<file path="config.mk">
export PLATFORM = sky130hd
export DESIGN_NAME = board_top
export DESIGN_NICKNAME = d
export VERILOG_FILES = /design/src/mg_pkg.sv /design/src/mem_port_if.sv /design/src/board_top.sv /design/src/level_meter.sv /design/src/mem_arbiter.sv /design/src/video_sampler.sv
export SDC_FILE = /design/constraint.sdc
export NUM_CORES = 1
export LEC_CHECK = 0
export CORE_AREA = 5 5 159 161
export CTS_BUF_LIST = sky130_fd_sc_hd__clkbuf_2 sky130_fd_sc_hd__clkbuf_4 sky130_fd_sc_hd__clkbuf_8
export CTS_CLUSTER_SIZE = 24
export DETAILED_ROUTE_END_ITERATION = 7
export DIE_AREA = 0 0 164 166
export DONT_BUFFER_PORTS = 1
export GPL_TIMING_DRIVEN = 0
export MAX_ROUTING_LAYER = met4
export SKIP_LAST_GASP = 1
export SLEW_MARGIN = 20
export SYNTH_ARGS = -nofsm -noshare
export SYNTH_HDL_FRONTEND = slang
export SYNTH_HIERARCHICAL = 1
export SYNTH_SLANG_ARGS = --single-unit
</file>
<file path="constraint.sdc">
create_clock -name CLK54 -period 4.6 [get_ports CLK54]
set_clock_uncertainty 0.1 [all_clocks]
set_input_delay 0.46 -clock CLK54 [delete_from_list [all_inputs] [get_ports CLK54]]
set_output_delay 0.46 -clock CLK54 [all_outputs]
set_load 0.02 [all_outputs]
</file>
<file path="src/mg_pkg.sv">
// board glue shared definitions
package mg_pkg;

	// ----------------------------------------
	// memory channel widths
	// ----------------------------------------
	localparam int data_w      = 32;	// memory data bus
	localparam int be_w        = data_w / 8;	// byte enables per word
	localparam int word_addr_w = 14;	// client word address, byte addr [15:2]
	localparam int cart_addr_w = 21;	// cartridge halfword address
	localparam int mem_addr_w  = 30;	// board memory byte address
	localparam int region_w    = 8;	// region byte, lands on byte addr [23:16]
	localparam int n_ports     = 3;	// cart, work, vram

	// ----------------------------------------
	// video and audio widths
	// ----------------------------------------
	localparam int pix_w   = 8;	// console colour per channel
	localparam int red_w   = 3;	// connector red
	localparam int grn_w   = 3;	// connector green
	localparam int blu_w   = 2;	// connector blue
	localparam int audio_w = 16;	// signed audio sample
	localparam int led_w   = 8;	// led bar

	// memory opcode, bit 3 picks the flash device
	typedef enum logic [3:0] {
		mem_wr   = 4'b0000,	// ram write
		mem_rd   = 4'b0001,	// ram read
		flash_rd = 4'b1001	// flash read
	} mem_instr_e;

	typedef enum logic [2:0] {
		arb_idle,	// waiting for a client
		arb_cmd,	// command out, waiting for cmd ack
		arb_wait_rd,	// waiting for rd ack
		arb_wait_wr,	// waiting for wr ack
		arb_done	// completion seen, ack next
	} arb_state_e;

	typedef enum logic [1:0] {
		port_cart = 2'd0,	// highest priority
		port_work = 2'd1,
		port_vram = 2'd2
	} port_id_e;

endpackage

</file>
<file path="src/mem_port_if.sv">
// memory client port
`timescale 1ns/1ps

interface mem_port_if import mg_pkg::*; ();

	logic                   req;	// held until ack
	logic                   we;	// 1 = write
	logic [word_addr_w-1:0] addr;	// word address
	logic [be_w-1:0]        be;	// byte enables, active high
	logic [data_w-1:0]      wdata;
	logic                   ack;	// one cycle, rdata valid here
	logic [data_w-1:0]      rdata;

	// console side
	modport client (
		output req, we, addr, be, wdata,
		input  ack, rdata
	);

	// arbiter side
	modport arbiter (
		input  req, we, addr, be, wdata,
		output ack, rdata
	);

endinterface

</file>
<file path="src/board_top.sv">
// board glue top level
`timescale 1ns/1ps

module board_top import mg_pkg::*; #(
	parameter logic [region_w-1:0] WORK_REGION = 8'h01,
	parameter logic [region_w-1:0] VRAM_REGION = 8'h00
) (
	input  logic                   CLK54,
	input  logic                   RST_N,
	// cartridge
	input  logic                   cart_req,
	input  logic [cart_addr_w-1:0] cart_addr,
	output logic                   cart_ack,
	output logic [data_w-1:0]      cart_rdata,
	// work ram
	input  logic                   work_req,
	input  logic                   work_we,
	input  logic [word_addr_w-1:0] work_addr,
	input  logic [be_w-1:0]        work_be,
	input  logic [data_w-1:0]      work_wdata,
	output logic                   work_ack,
	output logic [data_w-1:0]      work_rdata,
	// video ram
	input  logic                   vram_req,
	input  logic                   vram_we,
	input  logic [word_addr_w-1:0] vram_addr,
	input  logic [be_w-1:0]        vram_be,
	input  logic [data_w-1:0]      vram_wdata,
	output logic                   vram_ack,
	output logic [data_w-1:0]      vram_rdata,
	// memory controller channel
	output logic                   mem_cmd_req,
	output mem_instr_e             mem_cmd_instr,
	output logic [mem_addr_w-1:0]  mem_cmd_addr,
	output logic [be_w-1:0]        mem_wr_mask,
	output logic [data_w-1:0]      mem_wr_data,
	input  logic                   mem_cmd_ack,
	input  logic [data_w-1:0]      mem_rd_data,
	input  logic                   mem_rd_ack,
	input  logic                   mem_wr_ack,
	// console video in, connector out
	input  logic                   pix_clk,
	input  logic [pix_w-1:0]       pix_r,
	input  logic [pix_w-1:0]       pix_g,
	input  logic [pix_w-1:0]       pix_b,
	input  logic                   pix_hs,
	input  logic                   pix_vs,
	input  logic                   pix_de,
	output logic [red_w-1:0]       video_red,
	output logic [grn_w-1:0]       video_grn,
	output logic [blu_w-1:0]       video_blu,
	output logic                   video_hsync,
	output logic                   video_vsync,
	// audio meter
	input  logic [audio_w-1:0]     audio_l,
	input  logic [audio_w-1:0]     audio_r,
	input  logic                   led_sel,
	output logic [led_w-1:0]       led
);

	mem_port_if work_if ();	// work ram bundle
	mem_port_if vram_if ();	// video ram bundle

	// ----------------------------------------
	// client ports into bundles
	// ----------------------------------------
	assign work_if.req   = work_req;
	assign work_if.we    = work_we;
	assign work_if.addr  = work_addr;
	assign work_if.be    = work_be;
	assign work_if.wdata = work_wdata;
	assign work_ack      = work_if.ack;
	assign work_rdata    = work_if.rdata;

	assign vram_if.req   = vram_req;
	assign vram_if.we    = vram_we;
	assign vram_if.addr  = vram_addr;
	assign vram_if.be    = vram_be;
	assign vram_if.wdata = vram_wdata;
	assign vram_ack      = vram_if.ack;
	assign vram_rdata    = vram_if.rdata;

	mem_arbiter #(
		.WORK_REGION(WORK_REGION),
		.VRAM_REGION(VRAM_REGION)
	) mem_arbiter_i (
		.CLK54(CLK54), .RST_N(RST_N),
		.cart_req(cart_req), .cart_addr(cart_addr),
		.cart_ack(cart_ack), .cart_rdata(cart_rdata),
		.work(work_if.arbiter), .vram(vram_if.arbiter),
		.mem_cmd_req(mem_cmd_req), .mem_cmd_instr(mem_cmd_instr),
		.mem_cmd_addr(mem_cmd_addr), .mem_wr_mask(mem_wr_mask),
		.mem_wr_data(mem_wr_data), .mem_cmd_ack(mem_cmd_ack),
		.mem_rd_data(mem_rd_data), .mem_rd_ack(mem_rd_ack),
		.mem_wr_ack(mem_wr_ack)
	);

	video_sampler video_sampler_i (
		.CLK54(CLK54), .RST_N(RST_N),
		.pix_clk(pix_clk), .pix_r(pix_r), .pix_g(pix_g), .pix_b(pix_b),
		.pix_hs(pix_hs), .pix_vs(pix_vs), .pix_de(pix_de),
		.video_red(video_red), .video_grn(video_grn), .video_blu(video_blu),
		.video_hsync(video_hsync), .video_vsync(video_vsync)
	);

	level_meter level_meter_i (
		.CLK54(CLK54), .RST_N(RST_N),
		.audio_l(audio_l), .audio_r(audio_r),
		.led_sel(led_sel), .led(led)	// switch picks channel
	);

endmodule

</file>
<file path="src/level_meter.sv">
// audio level bar
`timescale 1ns/1ps

module level_meter import mg_pkg::*; (
	input  logic               CLK54,
	input  logic               RST_N,
	input  logic [audio_w-1:0] audio_l,
	input  logic [audio_w-1:0] audio_r,
	input  logic               led_sel,	// 0 = left, 1 = right
	output logic [led_w-1:0]   led
);

	logic [7:0]       level_q;	// upper byte of chosen channel
	logic [7:0]       mag;	// folded magnitude
	logic [2:0]       cnt;	// lit led count
	logic [led_w-1:0] bar;

	// ----------------------------------------
	// sample stage
	// ----------------------------------------
	always_ff @(posedge CLK54 or negedge RST_N)
	begin
		if (!RST_N)
		begin
			level_q <= '0;
			led     <= '0;
		end
		else
		begin
			level_q <= led_sel ? audio_r[audio_w-1 -: 8] : audio_l[audio_w-1 -: 8];
			led     <= bar;	// second stage
		end
	end

	// negative samples fold by inversion, not negation
	assign mag = level_q[7] ? {~level_q[6:0], 1'b0} : {level_q[6:0], 1'b0};
	assign cnt = mag[7:5];

	always_comb
	begin
		bar = '0;	// top led stays dark
		for (int i = 0; i < led_w - 1; i++)
			bar[i] = (i < cnt);	// thermometer
	end

endmodule

</file>
<file path="src/mem_arbiter.sv">
// memory arbiter and address mapper
`timescale 1ns/1ps

module mem_arbiter import mg_pkg::*; #(
	parameter logic [region_w-1:0] WORK_REGION = 8'h01,	// work ram region byte
	parameter logic [region_w-1:0] VRAM_REGION = 8'h00	// video ram region byte
) (
	input  logic                   CLK54,
	input  logic                   RST_N,
	input  logic                   cart_req,	// cartridge, read only
	input  logic [cart_addr_w-1:0] cart_addr,
	output logic                   cart_ack,
	output logic [data_w-1:0]      cart_rdata,
	mem_port_if.arbiter            work,	// work ram client
	mem_port_if.arbiter            vram,	// video ram client
	output logic                   mem_cmd_req,
	output mem_instr_e             mem_cmd_instr,
	output logic [mem_addr_w-1:0]  mem_cmd_addr,
	output logic [be_w-1:0]        mem_wr_mask,	// 1 = byte kept
	output logic [data_w-1:0]      mem_wr_data,
	input  logic                   mem_cmd_ack,
	input  logic [data_w-1:0]      mem_rd_data,
	input  logic                   mem_rd_ack,
	input  logic                   mem_wr_ack
);

	// ram byte address: zeros, region, word address, byte lane zeros
	function automatic logic [mem_addr_w-1:0] ram_byte_addr(
		input logic [region_w-1:0]    region,
		input logic [word_addr_w-1:0] waddr
	);
		ram_byte_addr = {{(mem_addr_w-region_w-word_addr_w-2){1'b0}}, region, waddr, 2'b00};
	endfunction

	arb_state_e             state_r;
	port_id_e               grant_r;	// port owning the transaction
	logic                   cmd_req_r;
	logic [n_ports-1:0]     ack_r;	// one-hot client ack
	mem_instr_e             cmd_instr_r;
	logic [mem_addr_w-1:0]  cmd_addr_r;
	logic [be_w-1:0]        cmd_mask_r;
	logic [data_w-1:0]      cmd_wdata_r;
	logic [data_w-1:0]      rdata_r;	// read word for the client

	logic                   sel_valid;
	port_id_e               sel_port;
	mem_instr_e             sel_instr;
	logic [mem_addr_w-1:0]  sel_addr;
	logic [be_w-1:0]        sel_mask;
	logic [data_w-1:0]      sel_wdata;
	logic                   grant_go;

	// ----------------------------------------
	// fixed priority select and translation
	// ----------------------------------------
	always_comb
	begin
		sel_valid = 1'b1;
		if (cart_req)
			sel_port = port_cart;	// cart wins
		else if (work.req)
			sel_port = port_work;
		else if (vram.req)
			sel_port = port_vram;
		else
		begin
			sel_port  = port_cart;
			sel_valid = 1'b0;	// nobody asking
		end
	end

	always_comb
	begin
		case (sel_port)
			port_work:
			begin
				sel_instr = work.we ? mem_wr : mem_rd;
				sel_addr  = ram_byte_addr(WORK_REGION, work.addr);
				sel_mask  = ~work.be;	// mask is inverse of be
				sel_wdata = work.wdata;
			end
			port_vram:
			begin
				sel_instr = vram.we ? mem_wr : mem_rd;
				sel_addr  = ram_byte_addr(VRAM_REGION, vram.addr);
				sel_mask  = ~vram.be;
				sel_wdata = vram.wdata;
			end
			default:
			begin
				sel_instr = flash_rd;	// cartridge lives in flash
				sel_addr  = {{(mem_addr_w-cart_addr_w-1){1'b0}}, cart_addr, 1'b0};
				sel_mask  = '0;
				sel_wdata = '0;
			end
		endcase
	end

	// no new grant while the previous ack is still out
	assign grant_go = (state_r == arb_idle) && sel_valid && (ack_r == '0);

	// ----------------------------------------
	// transaction FSM
	// ----------------------------------------
	always_ff @(posedge CLK54 or negedge RST_N)
	begin
		if (!RST_N)
		begin
			state_r   <= arb_idle;
			grant_r   <= port_cart;
			cmd_req_r <= 1'b0;
			ack_r     <= '0;
		end
		else
		begin
			ack_r <= '0;	// ack is a single pulse
			case (state_r)
				arb_idle:
					if (grant_go)
					begin
						grant_r <= sel_port;
						state_r <= arb_cmd;
					end
				arb_cmd:
					if (!cmd_req_r)
						cmd_req_r <= 1'b1;	// raise one edge after grant
					else if (mem_cmd_ack)
					begin
						cmd_req_r <= 1'b0;
						state_r   <= (cmd_instr_r == mem_wr) ? arb_wait_wr : arb_wait_rd;
					end
				arb_wait_rd:
					if (mem_rd_ack)
						state_r <= arb_done;
				arb_wait_wr:
					if (mem_wr_ack)
						state_r <= arb_done;
				arb_done:
				begin
					ack_r[grant_r] <= 1'b1;	// client ack one edge after completion
					state_r        <= arb_idle;
				end
				default:
					state_r <= arb_idle;
			endcase
		end
	end

	// command and read data, frozen for the whole transaction
	always_ff @(posedge CLK54)
	begin
		if (grant_go)
		begin
			cmd_instr_r <= sel_instr;
			cmd_addr_r  <= sel_addr;
			cmd_mask_r  <= sel_mask;
			cmd_wdata_r <= sel_wdata;
		end
		if ((state_r == arb_wait_rd) && mem_rd_ack)
			rdata_r <= mem_rd_data;	// memory data valid only in rd ack cycle
	end

	// ----------------------------------------
	// memory channel and client returns
	// ----------------------------------------
	assign mem_cmd_req   = cmd_req_r;
	assign mem_cmd_instr = cmd_instr_r;
	assign mem_cmd_addr  = cmd_addr_r;
	assign mem_wr_mask   = cmd_mask_r;
	assign mem_wr_data   = cmd_wdata_r;

	assign cart_ack   = ack_r[port_cart];
	assign cart_rdata = (grant_r == port_cart) ? rdata_r : '0;	// granted port only
	assign work.ack   = ack_r[port_work];
	assign work.rdata = (grant_r == port_work) ? rdata_r : '0;
	assign vram.ack   = ack_r[port_vram];
	assign vram.rdata = (grant_r == port_vram) ? rdata_r : '0;

endmodule

</file>
<file path="src/video_sampler.sv">
// pixel stream sampler
`timescale 1ns/1ps

module video_sampler import mg_pkg::*; (
	input  logic             CLK54,
	input  logic             RST_N,
	input  logic             pix_clk,	// console pixel clock, slow vs CLK54
	input  logic [pix_w-1:0] pix_r,
	input  logic [pix_w-1:0] pix_g,
	input  logic [pix_w-1:0] pix_b,
	input  logic             pix_hs,
	input  logic             pix_vs,
	input  logic             pix_de,	// display enable
	output logic [red_w-1:0] video_red,
	output logic [grn_w-1:0] video_grn,
	output logic [blu_w-1:0] video_blu,
	output logic             video_hsync,
	output logic             video_vsync
);

	logic pix_clk_q;	// previous pixel clock level
	logic pix_rise;	// one CLK54 cycle per pixel

	assign pix_rise = pix_clk & ~pix_clk_q;

	// ----------------------------------------
	// capture one pixel per rising edge
	// ----------------------------------------
	always_ff @(posedge CLK54 or negedge RST_N)
	begin
		if (!RST_N)
		begin
			pix_clk_q   <= 1'b0;
			video_red   <= '0;
			video_grn   <= '0;
			video_blu   <= '0;
			video_hsync <= 1'b0;
			video_vsync <= 1'b0;
		end
		else
		begin
			pix_clk_q <= pix_clk;
			if (pix_rise)
			begin
				// top bits only, black outside active area
				video_red   <= pix_de ? pix_r[pix_w-1 -: red_w] : '0;
				video_grn   <= pix_de ? pix_g[pix_w-1 -: grn_w] : '0;
				video_blu   <= pix_de ? pix_b[pix_w-1 -: blu_w] : '0;
				video_hsync <= pix_hs;	// syncs pass regardless of de
				video_vsync <= pix_vs;
			end
		end
	end

endmodule
</file>
==> results.json, run 1 <==
{
  "critPathSlowestCell": "nor2_1",
  "period_needed_ns": 2.77,
  "drive_above_1_share_pct": 13.4,
  "proportion_of_total_power_due_to_net_switching_pct": 42.0,
  "final_core_utilization_pct": 28.8,
  "place_inst": 781,
  "synth_largest_area_cell": "edfxtp_1",
  "placedInstanceArea_mm2": 0.00610,
  "layout.area.seq_mm2": 0.00351,
  "worst-endpoint-required_ns": 4.04,
  "intPower_mw": 2.48,
  "hold_path_class": "in2reg",
  "min-delay-start": "pix_r[5]",
  "hpwlAfterDp_um": 14000,
  "die_area_mm2": 0.0272,
  "detail_route.vias_per_cell": 4.52,
  "placement_rows": 57,
  "cts_buffer_depth": 2,
  "worstSetupPathType": "reg2out",
  "clkTransAtPathRegs_ns": 0.08,
  "worst_max_slew_pin_slew_ns": 0.892,
  "layout.nets": 735,
  "vias": 3841,
  "fillCellCount": 2481,
  "synthMostInstantiatedCell": "and2_1",
  "syn_avg_cell_area_um2": 12.6,
  "top_level_ports": 412,
  "syn2layout_area_growth_pct": 22.7,
  "static-leakage-power_nw": 2.57,
  "relative_contribution_of_the_clock_network_to_total_power_pct": 23.1,
  "worst_setup_path_end_kind": "primary output",
  "detail_route.drc_violations": 0,
  "grt.total_usage_pct": 12.6,
  "yosys_register_bits": 122,
  "max-cap-violations": 0,
  "postCtsSetupRepairBufs": 0,
  "fin_worst_hold_slack_ns": 0.0807,
  "core_region_area_mm2": 0.0238,
  "clock_insertion_delay_at_the_later_pin_of_the_skew_report_ns": 0.42,
  "worst_r2r_startpoint": "mem_arbiter_i/ack_r[1]$_DFF_PN0_",
  "synth-seq-area-share_pct": 62.7,
  "global_route.usage.met3_pct": 4.52,
  "max_freq_mhz": 361,
  "inserted_clock_buffers": 17,
  "slew_violations": 0,
  "largest_stage_delay_on_the_critical_path_ns": 0.55,
  "run_status": "completed",
  "startpoint_type": "flop",
  "weighted_congestion_reported_at_the_end_of_routability_driven_placement": 0.792,
  "htree_levels": 4,
  "ys_async_sr_fraction_pct": 25.4,
  "finalHoldViolations": 0,
  "cts_sinks": 122,
  "count_of_flip_flops_with_a_built_in_enable_after_synthesis": 91,
  "synth.top_cell.area_share_pct": 48.8,
  "vdd_ir_max_uv": 275,
  "cells_taking_the_most_area_after_synthesis": "edfxtp_1 (49%), dfrtp_1 (14%), and2_1 (12%)",
  "post_synth_most_frequent_cells": "and2_1 (104), edfxtp_1 (91), a22o_1 (32)",
  "totalNegativeSetupSlack_ns": 0,
  "ys.flop_type": "edfxtp_1",
  "mappedNetlistArea_mm2": 0.00560,
  "ys_types": 36,
  "power.total_mw": 4.27,
  "globalRouteOverflowTotal": 0,
  "drt-wirelength-per-cell_um": 21.2,
  "chip_width_um": 164,
  "path_cells": "nor2_1 > clkbuf_1 > and2_1",
  "met1_usage_pct": 12.7,
  "power_density_mw_per_mm2": 622,
  "tritoncts_clock_tree": "done",
  "number_of_port_buffers": 0,
  "detail_route.wirelength_um": 18000,
  "initial_utilization_pct": 23.5,
  "final_area_mm2": 0.00687,
  "yosys_warnings": 6,
  "data_arrival_critical_path_ns": 2.21,
  "groute.layer.met2.usage_pct": 22.3,
  "chipHeight_um": 166,
  "max_slew_margin_pct": 40.3,
  "grt_setup_unrepaired": "no",
  "layout.cells.non_filler": 849,
  "grt_start_max_net_pins": 42,
  "detailedRoute.firstIterationViolations": 160,
  "setup_ws_ns": 1.83,
  "netSwitchingPower_mw": 1.79,
  "grt_most_used_layer": "met2",
  "timing.critical_path.from": "mem_arbiter_i/grant_r[0]$_DFFE_PN0P_",
  "clk_root_buffer_cell": "clkbuf_8",
  "dp_slack_ns": 2.19,
  "multi_input_area_mm2": 0.00189,
  "antenna_violations_before_repair": 1,
  "worst-path-max-fanout": 10,
  "drt_first_pass_iters": 4,
  "power.combinational.fraction_pct": 27.0,
  "synthesis.instances": 445,
  "period_share_pct": 60.2,
  "first_global_vias": 3870,
  "final-setup-viol-count": 0,
  "p_seq_share_pct": 49.9,
  "grt_pass1_wl_um": 24500,
  "remaining_number_of_nets_flagged_by_the_antenna_check_after_routing": 0
}
-- sequential cells by signal, indices dropped and copies added (netlist names) --
signal and count:
level_meter_i/level_q 4, mem_arbiter_i/ack_r 3, video_sampler_i/video_vsync 1, video_sampler_i/video_grn 3, mem_arbiter_i/mem_cmd_req 1, mem_arbiter_i/state_r 3
video_sampler_i/pix_clk_q 1, video_sampler_i/video_red 3, mem_arbiter_i/grant_r 2, mem_arbiter_i/mem_cmd_instr 2, level_meter_i/led 7, mem_arbiter_i/rdata_r 32
mem_arbiter_i/mem_wr_mask 4, mem_arbiter_i/mem_cmd_addr 21, video_sampler_i/video_blu 2, video_sampler_i/video_hsync 1, mem_arbiter_i/mem_wr_data 32
-- metal layers --
metal	up-vias	part of all wire, %
met5	-	0
met4	0	1.9
met3	16	9.4
met2	269	52
met1	1853	37
li1	1703	-
-- final cells by class --
type / count / area share (%)
Sequential cell: 122 / 51.1
Timing Repair Buffer: 37 / 5.94
Clock inverter: 7 / 1.29
Antenna cell: 1 / 0.0364
Inverter: 9 / 0.528
Multi-Input combinational cell: 287 / 27.5
Clock buffer: 25 / 4.64
Tap cell: 324 / 5.90
Buffer: 37 / 3.08
-- worst paths after layout --
| check | to | slack, ns | cells after the start |
|---|---|---|---|
| worst max-delay path | cart_rdata[17] | 1.83 | 3 |
| max in group asynchronous | mem_arbiter_i/grant_r[1]$_DFFE_PN0P_ | 3.83 | 2 |
| worst min-delay path | video_sampler_i/video_red[0]$_DFFE_PN0P_ | 0.08 | 2 |
| worst max register to register | mem_arbiter_i/mem_wr_data[19]$_DFFE_PP_ | 2.20 | 4 |
| min in group asynchronous | video_sampler_i/pix_clk_q$_DFF_PN0_ | 0.38 | 2 |
| worst min register to register | level_meter_i/led[1]$_DFF_PN0_ | 0.50 | 1 |
-- cells in the final DEF (no fill, tap or decap), types with 2 or more instances in the layout --
| master | netlist | layout |
|---|---|---|
| dlygate4sd3_1 | 0 | 34 |
| o22ai_1 | 5 | 5 |
| inv_1 | 9 | 8 |
| buf_12 | 1 | 3 |
| nor2_1 | 7 | 6 |
| nand3_1 | 3 | 3 |
| a21oi_1 | 16 | 16 |
| clkbuf_4 | 0 | 4 |
| mux2_4 | 2 | 2 |
| nor2b_1 | 18 | 18 |
| clkbuf_1 | 16 | 16 |
| clkinv_2 | 0 | 2 |
| mux2_2 | 7 | 7 |
| buf_2 | 6 | 6 |
| dfrtp_1 | 31 | 31 |
| conb_1 | 2 | 12 |
| nand2b_1 | 8 | 8 |
| and2_1 | 104 | 104 |
| o21ai_0 | 16 | 16 |
| or3_1 | 2 | 2 |
| a22o_1 | 32 | 32 |
| buf_4 | 13 | 13 |
| a22oi_1 | 15 | 15 |
| and3_1 | 3 | 3 |
| nand2_1 | 16 | 16 |
| mux2i_1 | 10 | 10 |
| inv_4 | 0 | 4 |
| edfxtp_1 | 91 | 91 |
| clkbuf_8 | 0 | 21 |
| bufinv_16 | 0 | 2 |
-- critical path, delay by kind of cell (launching register included) --
family	cells	cell delay, ns
buffers and inverters	1	0.48
and+or+nand+nor	2	0.89
DFF	1	0.42
-- power by group through the flow --
stage                     clock (mW)  sequential [mW]  combinational (mW)
after floorplan                    0             2.06               0.871
after global placement             0             2.19                1.08
after detailed placement           0             2.16                1.14
after CTS                       1.04             2.14                1.17
after global routing            1.09             2.16                1.23
final                          0.988             2.13                1.15
-- cell families after synthesis --
kind of cell	Yosys count	synth area share [%]
AND/OR/NAND/NOR	167	17.8
flip-flops	122	62.7
AO/OA/AOI/OAI	89	11.3
buffers and inverters	46	4.38
multiplexers	19	3.73
other	2	0.134
-- repair_timing --
item	CTS	global route
endpoints found under the hold margin	54	10
gates resized for setup	0	0
hold buffers	25	10
Note: power is estimated with default switching activity, not from simulation.
==> inputs of run 2 (changes only) <==
ABC_AREA = 1   (was not set)
CORE_AREA = 5 5 158 160   (was 5 5 159 161)
DIE_AREA = 0 0 163 165   (was 0 0 164 166)
clock period = 2.3 ns   (was 4.6 ns; I/O delays follow)
==> results.json, run 2 <==
{
  "run_status": "completed",
  "min-delay-start": "pix_de",
  "post_synth_most_frequent_cells": "nand2_1 (116), nor2_1 (111), edfxtp_1 (91)",
  "detail_route.drc_violations": 0,
  "synth-seq-area-share_pct": 63.9,
  "intPower_mw": 4.76,
  "first_global_vias": 4709,
  "clk_root_buffer_cell": "clkbuf_8",
  "proportion_of_total_power_due_to_net_switching_pct": 46.0,
  "data_arrival_critical_path_ns": 2.27,
  "synthMostInstantiatedCell": "nand2_1",
  "most_common_cell_after_layout_fill_and_taps_aside": "dlygate4sd3_1",
  "clock_insertion_delay_at_the_later_pin_of_the_skew_report_ns": 0.43,
  "static-leakage-power_nw": 3.57,
  "number_of_port_buffers": 0,
  "most-common-layout-cells": "dlygate4sd3_1 (169), nand2_1 (116), nor2_1 (110)",
  "initial_utilization_pct": 23.6,
  "timing.critical_path.mode_cell": "dlygate4sd3_1",
  "chipHeight_um": 165,
  "worst_max_slew_pin_slew_ns": 0.533,
  "clkTransAtPathRegs_ns": 0.08,
  "grt_setup_unrepaired": "no",
  "power_density_mw_per_mm2": 1090,
  "drt_first_pass_iters": 4,
  "cell_count_of_the_worst_reg_to_reg_path": 6,
  "drive_above_1_share_pct": 10.7,
  "detail_route.wirelength_um": 19900,
  "layout.nets": 968,
  "period_share_pct": 95.3,
  "synth.top_cell.area_share_pct": 49.8,
  "remaining_number_of_nets_flagged_by_the_antenna_check_after_routing": 0,
  "slew_violations": 0,
  "totalNegativeSetupSlack_ns": 0,
  "min_delay_worst_endpoint": "video_sampler_i/video_grn[0]$_DFFE_PN0P_",
  "finalHoldViolations": 0,
  "antenna_violations_before_repair": 1,
  "max_slew_margin_pct": 64.4,
  "power.total_mw": 8.82,
  "grt_start_max_net_pins": 36,
  "path_cells": "dlygate4sd3_1 > nor2_2 > nand2_4 > inv_4 > nor2_8 > buf_4 > nand2_1 > nand3_1 > dlygate4sd3_1",
  "inserted_clock_buffers": 17,
  "layout.cells.non_filler": 1077,
  "hold_path_depth": 5,
  "critical_path.top_delay_family": "buffers and inverters",
  "chip_width_um": 163,
  "yosys_register_bits": 122,
  "hpwlAfterDp_um": 14100,
  "slack_of_the_worst_reg_to_reg_path_ns": 0.23,
  "cts_sinks": 122,
  "vdd_ir_max_uv": 547,
  "detail_route.vias_per_cell": 4.30,
  "ys_async_sr_fraction_pct": 25.4,
  "ys_types": 28,
  "yosys_warnings": 6,
  "cts_buffer_depth": 2,
  "largest_stage_delay_on_the_critical_path_ns": 0.60,
  "weighted_congestion_reported_at_the_end_of_routability_driven_placement": 0.832,
  "regToRegEndpoint": "mem_arbiter_i/mem_wr_data[8]$_DFFE_PP_",
  "globalRouteOverflowTotal": 0,
  "detailedRoute.firstIterationViolations": 282,
  "final-setup-viol-count": 0,
  "period_needed_ns": 2.19,
  "grt.total_usage_pct": 14.3,
  "tritoncts_clock_tree": "done",
  "netSwitchingPower_mw": 4.06,
  "p_seq_share_pct": 46.9,
  "ys.flop_type": "edfxtp_1",
  "drt-wirelength-per-cell_um": 18.5,
  "max_freq_mhz": 456,
  "worst-path-max-fanout": 10,
  "worstPathBufferInverterCount": 4,
  "relative_contribution_of_the_clock_network_to_total_power_pct": 21.2,
  "count_of_flip_flops_with_a_built_in_enable_after_synthesis": 91,
  "placedInstanceArea_mm2": 0.00599,
  "die_area_mm2": 0.0269,
  "critPathSlowestCell": "dlygate4sd3_1",
  "hold_path_class": "in2reg",
  "vias": 4634,
  "core_region_area_mm2": 0.0233,
  "htree_levels": 4,
  "mappedNetlistArea_mm2": 0.00549,
  "max-cap-violations": 0,
  "place_inst": 871,
  "startpoint_type": "primary input",
  "syn2layout_area_growth_pct": 47.7,
  "power.combinational.fraction_pct": 31.9,
  "grt_pass1_wl_um": 27500,
  "worstSetupPathType": "in2reg",
  "cells_taking_the_most_area_after_synthesis": "edfxtp_1 (50%), dfrtp_1 (14%), nand2_1 (7.9%)",
  "syn_avg_cell_area_um2": 10.2,
  "synth_largest_area_cell": "edfxtp_1",
  "worst_r2r_startpoint": "mem_arbiter_i/ack_r[0]$_DFF_PN0_",
  "final_area_mm2": 0.00811,
  "placement_rows": 56,
  "top_level_ports": 412,
  "worst-endpoint-required_ns": 2.38,
  "worst_setup_path_end_kind": "flop",
  "synthesis.instances": 539
}
[run 2: cell types whose count changed after synthesis, moves of 15 or more]
| cell | previous run | this run |
|---|---|---|
| nand2_1 | 16 | 116 |
| and2_1 | 104 | 0 |
| nor2b_1 | 18 | 0 |
| nor2_1 | 7 | 111 |
| a22oi_1 | 15 | 0 |
| nand3_1 | 3 | 23 |
| a21oi_1 | 16 | 1 |
| inv_1 | 9 | 68 |
[run 2: worst min-delay path, cell delays in order]
cell and delay, ns:
buf_2 0.15, nand2_1 0.07, inv_1 0.03, nand2_1 0.05, nand2_1 0.04
[run 2: worst max-delay path by stage]
stage	from	end	slack (ns)	depth (start not counted)
2_1_floorplan	mem_arbiter_i/state_r[0]$_DFFE_PN0P_	mem_arbiter_i/mem_cmd_addr[10]$_DFFE_PP_	0.07	5
3_3_place_gp	mem_arbiter_i/ack_r[0]$_DFF_PN0_	mem_arbiter_i/mem_cmd_addr[7]$_DFFE_PP_	-0.67	5
3_5_place_dp	mem_arbiter_i/ack_r[0]$_DFF_PN0_	mem_arbiter_i/mem_cmd_addr[7]$_DFFE_PP_	-0.19	6
4_1_cts	mem_arbiter_i/ack_r[0]$_DFF_PN0_	mem_arbiter_i/mem_wr_data[17]$_DFFE_PP_	-0.04	5
5_1_grt	mem_arbiter_i/grant_r[1]$_DFFE_PN0P_	work_rdata[25]	0.007	4
6_report	work_req	mem_arbiter_i/mem_cmd_addr[8]$_DFFE_PP_	0.11	9
[run 2: power groups by stage]
stage | combinational, mW | clock [mW] | sequential (mW)
floorplan | 1.94 | 0 | 4.03
global placement | 2.38 | 0 | 4.22
detailed placement | 2.49 | 0 | 4.17
CTS | 2.82 | 1.97 | 4.14
global route | 3.03 | 2.07 | 4.19
finish | 2.81 | 1.87 | 4.14
[run 2: kinds of logic after synthesis]
family | after synthesis | share of synthesized area [%]
and+or+nand+nor | 261 | 19.4
xor gates and xnor gates | 1 | 0.297
buffers and inverters | 106 | 9.51
DFF | 122 | 63.9
other | 2 | 0.137
AOI/OAI and AO/OA | 47 | 6.75
[run 2: area by class of cell]
class | instances | area [um2]
diodes | 1 | 2.50
clock buffers | 18 | 241
repair buffers | 175 | 1780
well taps | 319 | 399
fillers | 2238 | 15200
repair inverters | 1 | 7.51
plain buffers | 33 | 246
multi-input cells | 321 | 1510
inverters | 73 | 280
clock inverters | 14 | 135
flip-flops and latches | 122 | 3510
[run 2: per-layer routing]
| metal | vias to the layer above | GRT usage [%] | part of all wire (%) | wire length, um |
|---|---|---|---|---|
| li1 | 2135 | - | - | - |
| met1 | 2175 | 14.7 | 37 | 7320 |
| met2 | 307 | 25.7 | 52 | 10400 |
| met3 | 17 | 4.74 | 9.4 | 1870 |
| met4 | 0 | 4.73 | 1.7 | 331 |
| met5 | - | - | 0 | 0 |
[run 2: repair_timing]
action	CTS	global route
setup endpoints to repair	35	23
hold buffers	170	0
endpoints found under the hold margin	141	0
gates cloned	1	0
pin swaps	0	0
setup buffers	2	0
gates resized for setup	0	4
[run 2: per-stage QoR]
step | worst slack (ns) | hold slack (ns) | utilization, %
floorplan | 0.0662 | -0.166 | -
global placement | -0.668 | -0.164 | 25.5
detailed placement | -0.194 | -0.164 | 25.7
CTS | -0.0373 | 0.0332 | 34.8
global route | 0.00657 | 0.0727 | 34.8
finish | 0.109 | 0.0830 | 34.8
==> inputs of run 3 (changes only) <==
CORE_AREA = 2 2 159 161   (was 5 5 158 160)
DIE_AREA = 0 0 161 163   (was 0 0 163 165)
==> results.json, run 3 (synthesis results as in run 2) <==
{
  "power.total_mw": 9.22,
  "chipHeight_um": 163,
  "clk_root_buffer_cell": "clkbuf_8",
  "top_level_ports": 412,
  "relative_contribution_of_the_clock_network_to_total_power_pct": 23.8,
  "fillCellCount": 2424,
  "slack_of_the_worst_reg_to_reg_path_ns": 0.25,
  "period_needed_ns": 2.23,
  "timing.critical_path.to": "vram_rdata[12]",
  "min-delay-start": "mem_cmd_ack",
  "die_area_mm2": 0.0262,
  "first_global_vias": 4690,
  "max-cap-violations": 0,
  "vias": 4696,
  "run_status": "completed",
  "static-leakage-power_nw": 3.61,
  "tritoncts_clock_tree": "done",
  "globalRouteOverflowTotal": 0,
  "place_inst": 882,
  "worst_r2r_startpoint": "mem_arbiter_i/state_r[0]$_DFFE_PN0P_",
  "detail_route.drc_violations": 0,
  "inserted_clock_buffers": 17,
  "critPathSlowestCell": "dfrtp_1",
  "final_area_mm2": 0.00820,
  "most-common-layout-cells": "dlygate4sd3_1 (167), nand2_1 (116), nor2_1 (98)",
  "max_slew_margin_pct": 63.1,
  "grt_start_max_net_pins": 32,
  "slew_violations": 0,
  "detail_route.vias_per_cell": 4.33,
  "worst-path-max-fanout": 10,
  "core_region_area_mm2": 0.0247,
  "power_density_mw_per_mm2": 1120,
  "period_share_pct": 96.8,
  "drive_above_1_share_pct": 12.6,
  "remaining_number_of_nets_flagged_by_the_antenna_check_after_routing": 0,
  "p_seq_share_pct": 45.0,
  "grt_pass1_wl_um": 26300,
  "clock_insertion_delay_at_the_later_pin_of_the_skew_report_ns": 0.42,
  "worstSetupPathType": "reg2out",
  "detail_route.wirelength_um": 18900,
  "intPower_mw": 5.10,
  "cts_buffer_depth": 2,
  "max_freq_mhz": 449,
  "final_core_utilization_pct": 33.2,
  "num_antenna_cells": 0,
  "worst_setup_path_end_kind": "primary output",
  "cp_num_cells": 4,
  "finalHoldViolations": 0,
  "startpoint_type": "flop",
  "worstPathBufferInverterCount": 2,
  "placedInstanceArea_mm2": 0.00600,
  "clkTransAtPathRegs_ns": 0.08,
  "most_common_cell_after_layout_fill_and_taps_aside": "dlygate4sd3_1",
  "placement_rows": 58,
  "power.combinational.fraction_pct": 31.2,
  "path_cells": "inv_1 > nand2_1 > clkbuf_1 > nor2_1",
  "final-setup-viol-count": 0,
  "largest_stage_delay_on_the_critical_path_ns": 0.41,
  "weighted_congestion_reported_at_the_end_of_routability_driven_placement": 0.867,
  "setup_ws_ns": 0.0746,
  "hpwlAfterDp_um": 12700,
  "syn2layout_area_growth_pct": 49.5,
  "netSwitchingPower_mw": 4.13,
  "chip_width_um": 161,
  "regToRegEndpoint": "mem_arbiter_i/mem_cmd_addr[16]$_DFFE_PP_",
  "critical_path.top_delay_family": "simple AND/OR/NAND/NOR gates",
  "initial_utilization_pct": 22.2,
  "cts_sinks": 122,
  "worst_max_slew_pin_slew_ns": 0.553,
  "number_of_port_buffers": 0,
  "dp_slack_ns": -0.166,
  "layout.nets": 966,
  "proportion_of_total_power_due_to_net_switching_pct": 44.7,
  "cell_count_of_the_worst_reg_to_reg_path": 5,
  "drt-wirelength-per-cell_um": 17.4,
  "grt_setup_unrepaired": "yes",
  "data_arrival_critical_path_ns": 1.90,
  "grt.total_usage_pct": 14.0,
  "worst-endpoint-required_ns": 1.97,
  "antenna_violations_before_repair": 0,
  "timing.critical_path.from": "mem_arbiter_i/grant_r[0]$_DFFE_PN0P_",
  "hold_path_class": "in2reg",
  "layout.cells.non_filler": 1085,
  "htree_levels": 4,
  "detailedRoute.firstIterationViolations": 383,
  "drt_first_pass_iters": 4,
  "vdd_ir_max_uv": 478
}
-- run 3: cell types whose count changed in the layout (fill, tap and decap cells not counted), sizes merged --
| cell | delta |
|---|---|
| clkbuf | -1 |
| diode | -1 |
| clkinvlp | -3 |
| dlygate4sd3 | -2 |
| clkinv | +2 |
| bufinv | +3 |
| inv | -1 |
-- run 3: worst reg2reg max path, stage by stage (launching register included) --
cell	delay, ns
dfrtp_1	0.44
inv_1	0.12
nand3b_1	0.16
nor2_1	0.06
nand2_1	0.34
clkinvlp_4	0.49
-- run 3: per-layer routing --
metal	wire [um]	GRT usage, %	vias to the layer above
li1	-	-	2133
met1	7000	14.0	2231
met2	9710	24.9	296
met3	1570	4.79	36
met4	599	6.29	0
met5	0	-	-
-- run 3: how the worst min path moves through the flow --
stage,end,slack [ns],depth (start not counted)
6_report,mem_arbiter_i/mem_cmd_req$_DFFE_PN0N_,0.04,3
3_3_place_gp,level_meter_i/led[4]$_DFF_PN0_,-0.16,0
5_1_grt,mem_arbiter_i/rdata_r[10]$_DFFE_PP_,0.006,2
4_1_cts,mem_arbiter_i/rdata_r[10]$_DFFE_PP_,0.0007,2
3_5_place_dp,video_sampler_i/video_hsync$_DFFE_PN0P_,-0.16,0
2_1_floorplan,level_meter_i/led[0]$_DFF_PN0_,-0.17,0
-- run 3: through the flow --
stage	hold slack, ns	setup TNS (ns)
2_1_floorplan	-0.166	0
3_3_place_gp	-0.164	-33.18
3_5_place_dp	-0.164	-4.72
4_1_cts	0.000710	-0.00977
5_1_grt	0.00608	-1.16
6_report	0.0424	0
-- run 3: power groups by stage --
stage / combinational (mW) / clock [mW] / sequential, mW
after global routing: 3.10 / 2.39 / 4.20
after global placement: 2.38 / 0 / 4.22
final: 2.88 / 2.19 / 4.15
after floorplan: 1.94 / 0 / 4.03
after CTS: 2.85 / 2.30 / 4.15
after detailed placement: 2.50 / 0 / 4.18
-- run 3: cell type report --
| cell class | instances | area [um2] | share of cell area [%] |
|---|---|---|---|
| buffer | 33 | 249 | 3.04 |
| clock buffer | 17 | 234 | 2.85 |
| clock inverter | 15 | 214 | 2.61 |
| inverter | 73 | 280 | 3.42 |
| multi-input combinational | 321 | 1540 | 18.8 |
| sequential | 122 | 3510 | 42.8 |
| tap | 330 | 413 | 5.04 |
| timing repair buffer | 173 | 1760 | 21.4 |
| timing repair inverter | 1 | 7.51 | 0.0915 |
-- run 3: repair_timing --
action	4_1_cts	5_1_grt
hold buffers	168	0
hold endpoints to repair	139	0
buffers inserted	2	0
gates cloned	1	0
setup endpoints to repair	31	66
gates resized for setup	3	17
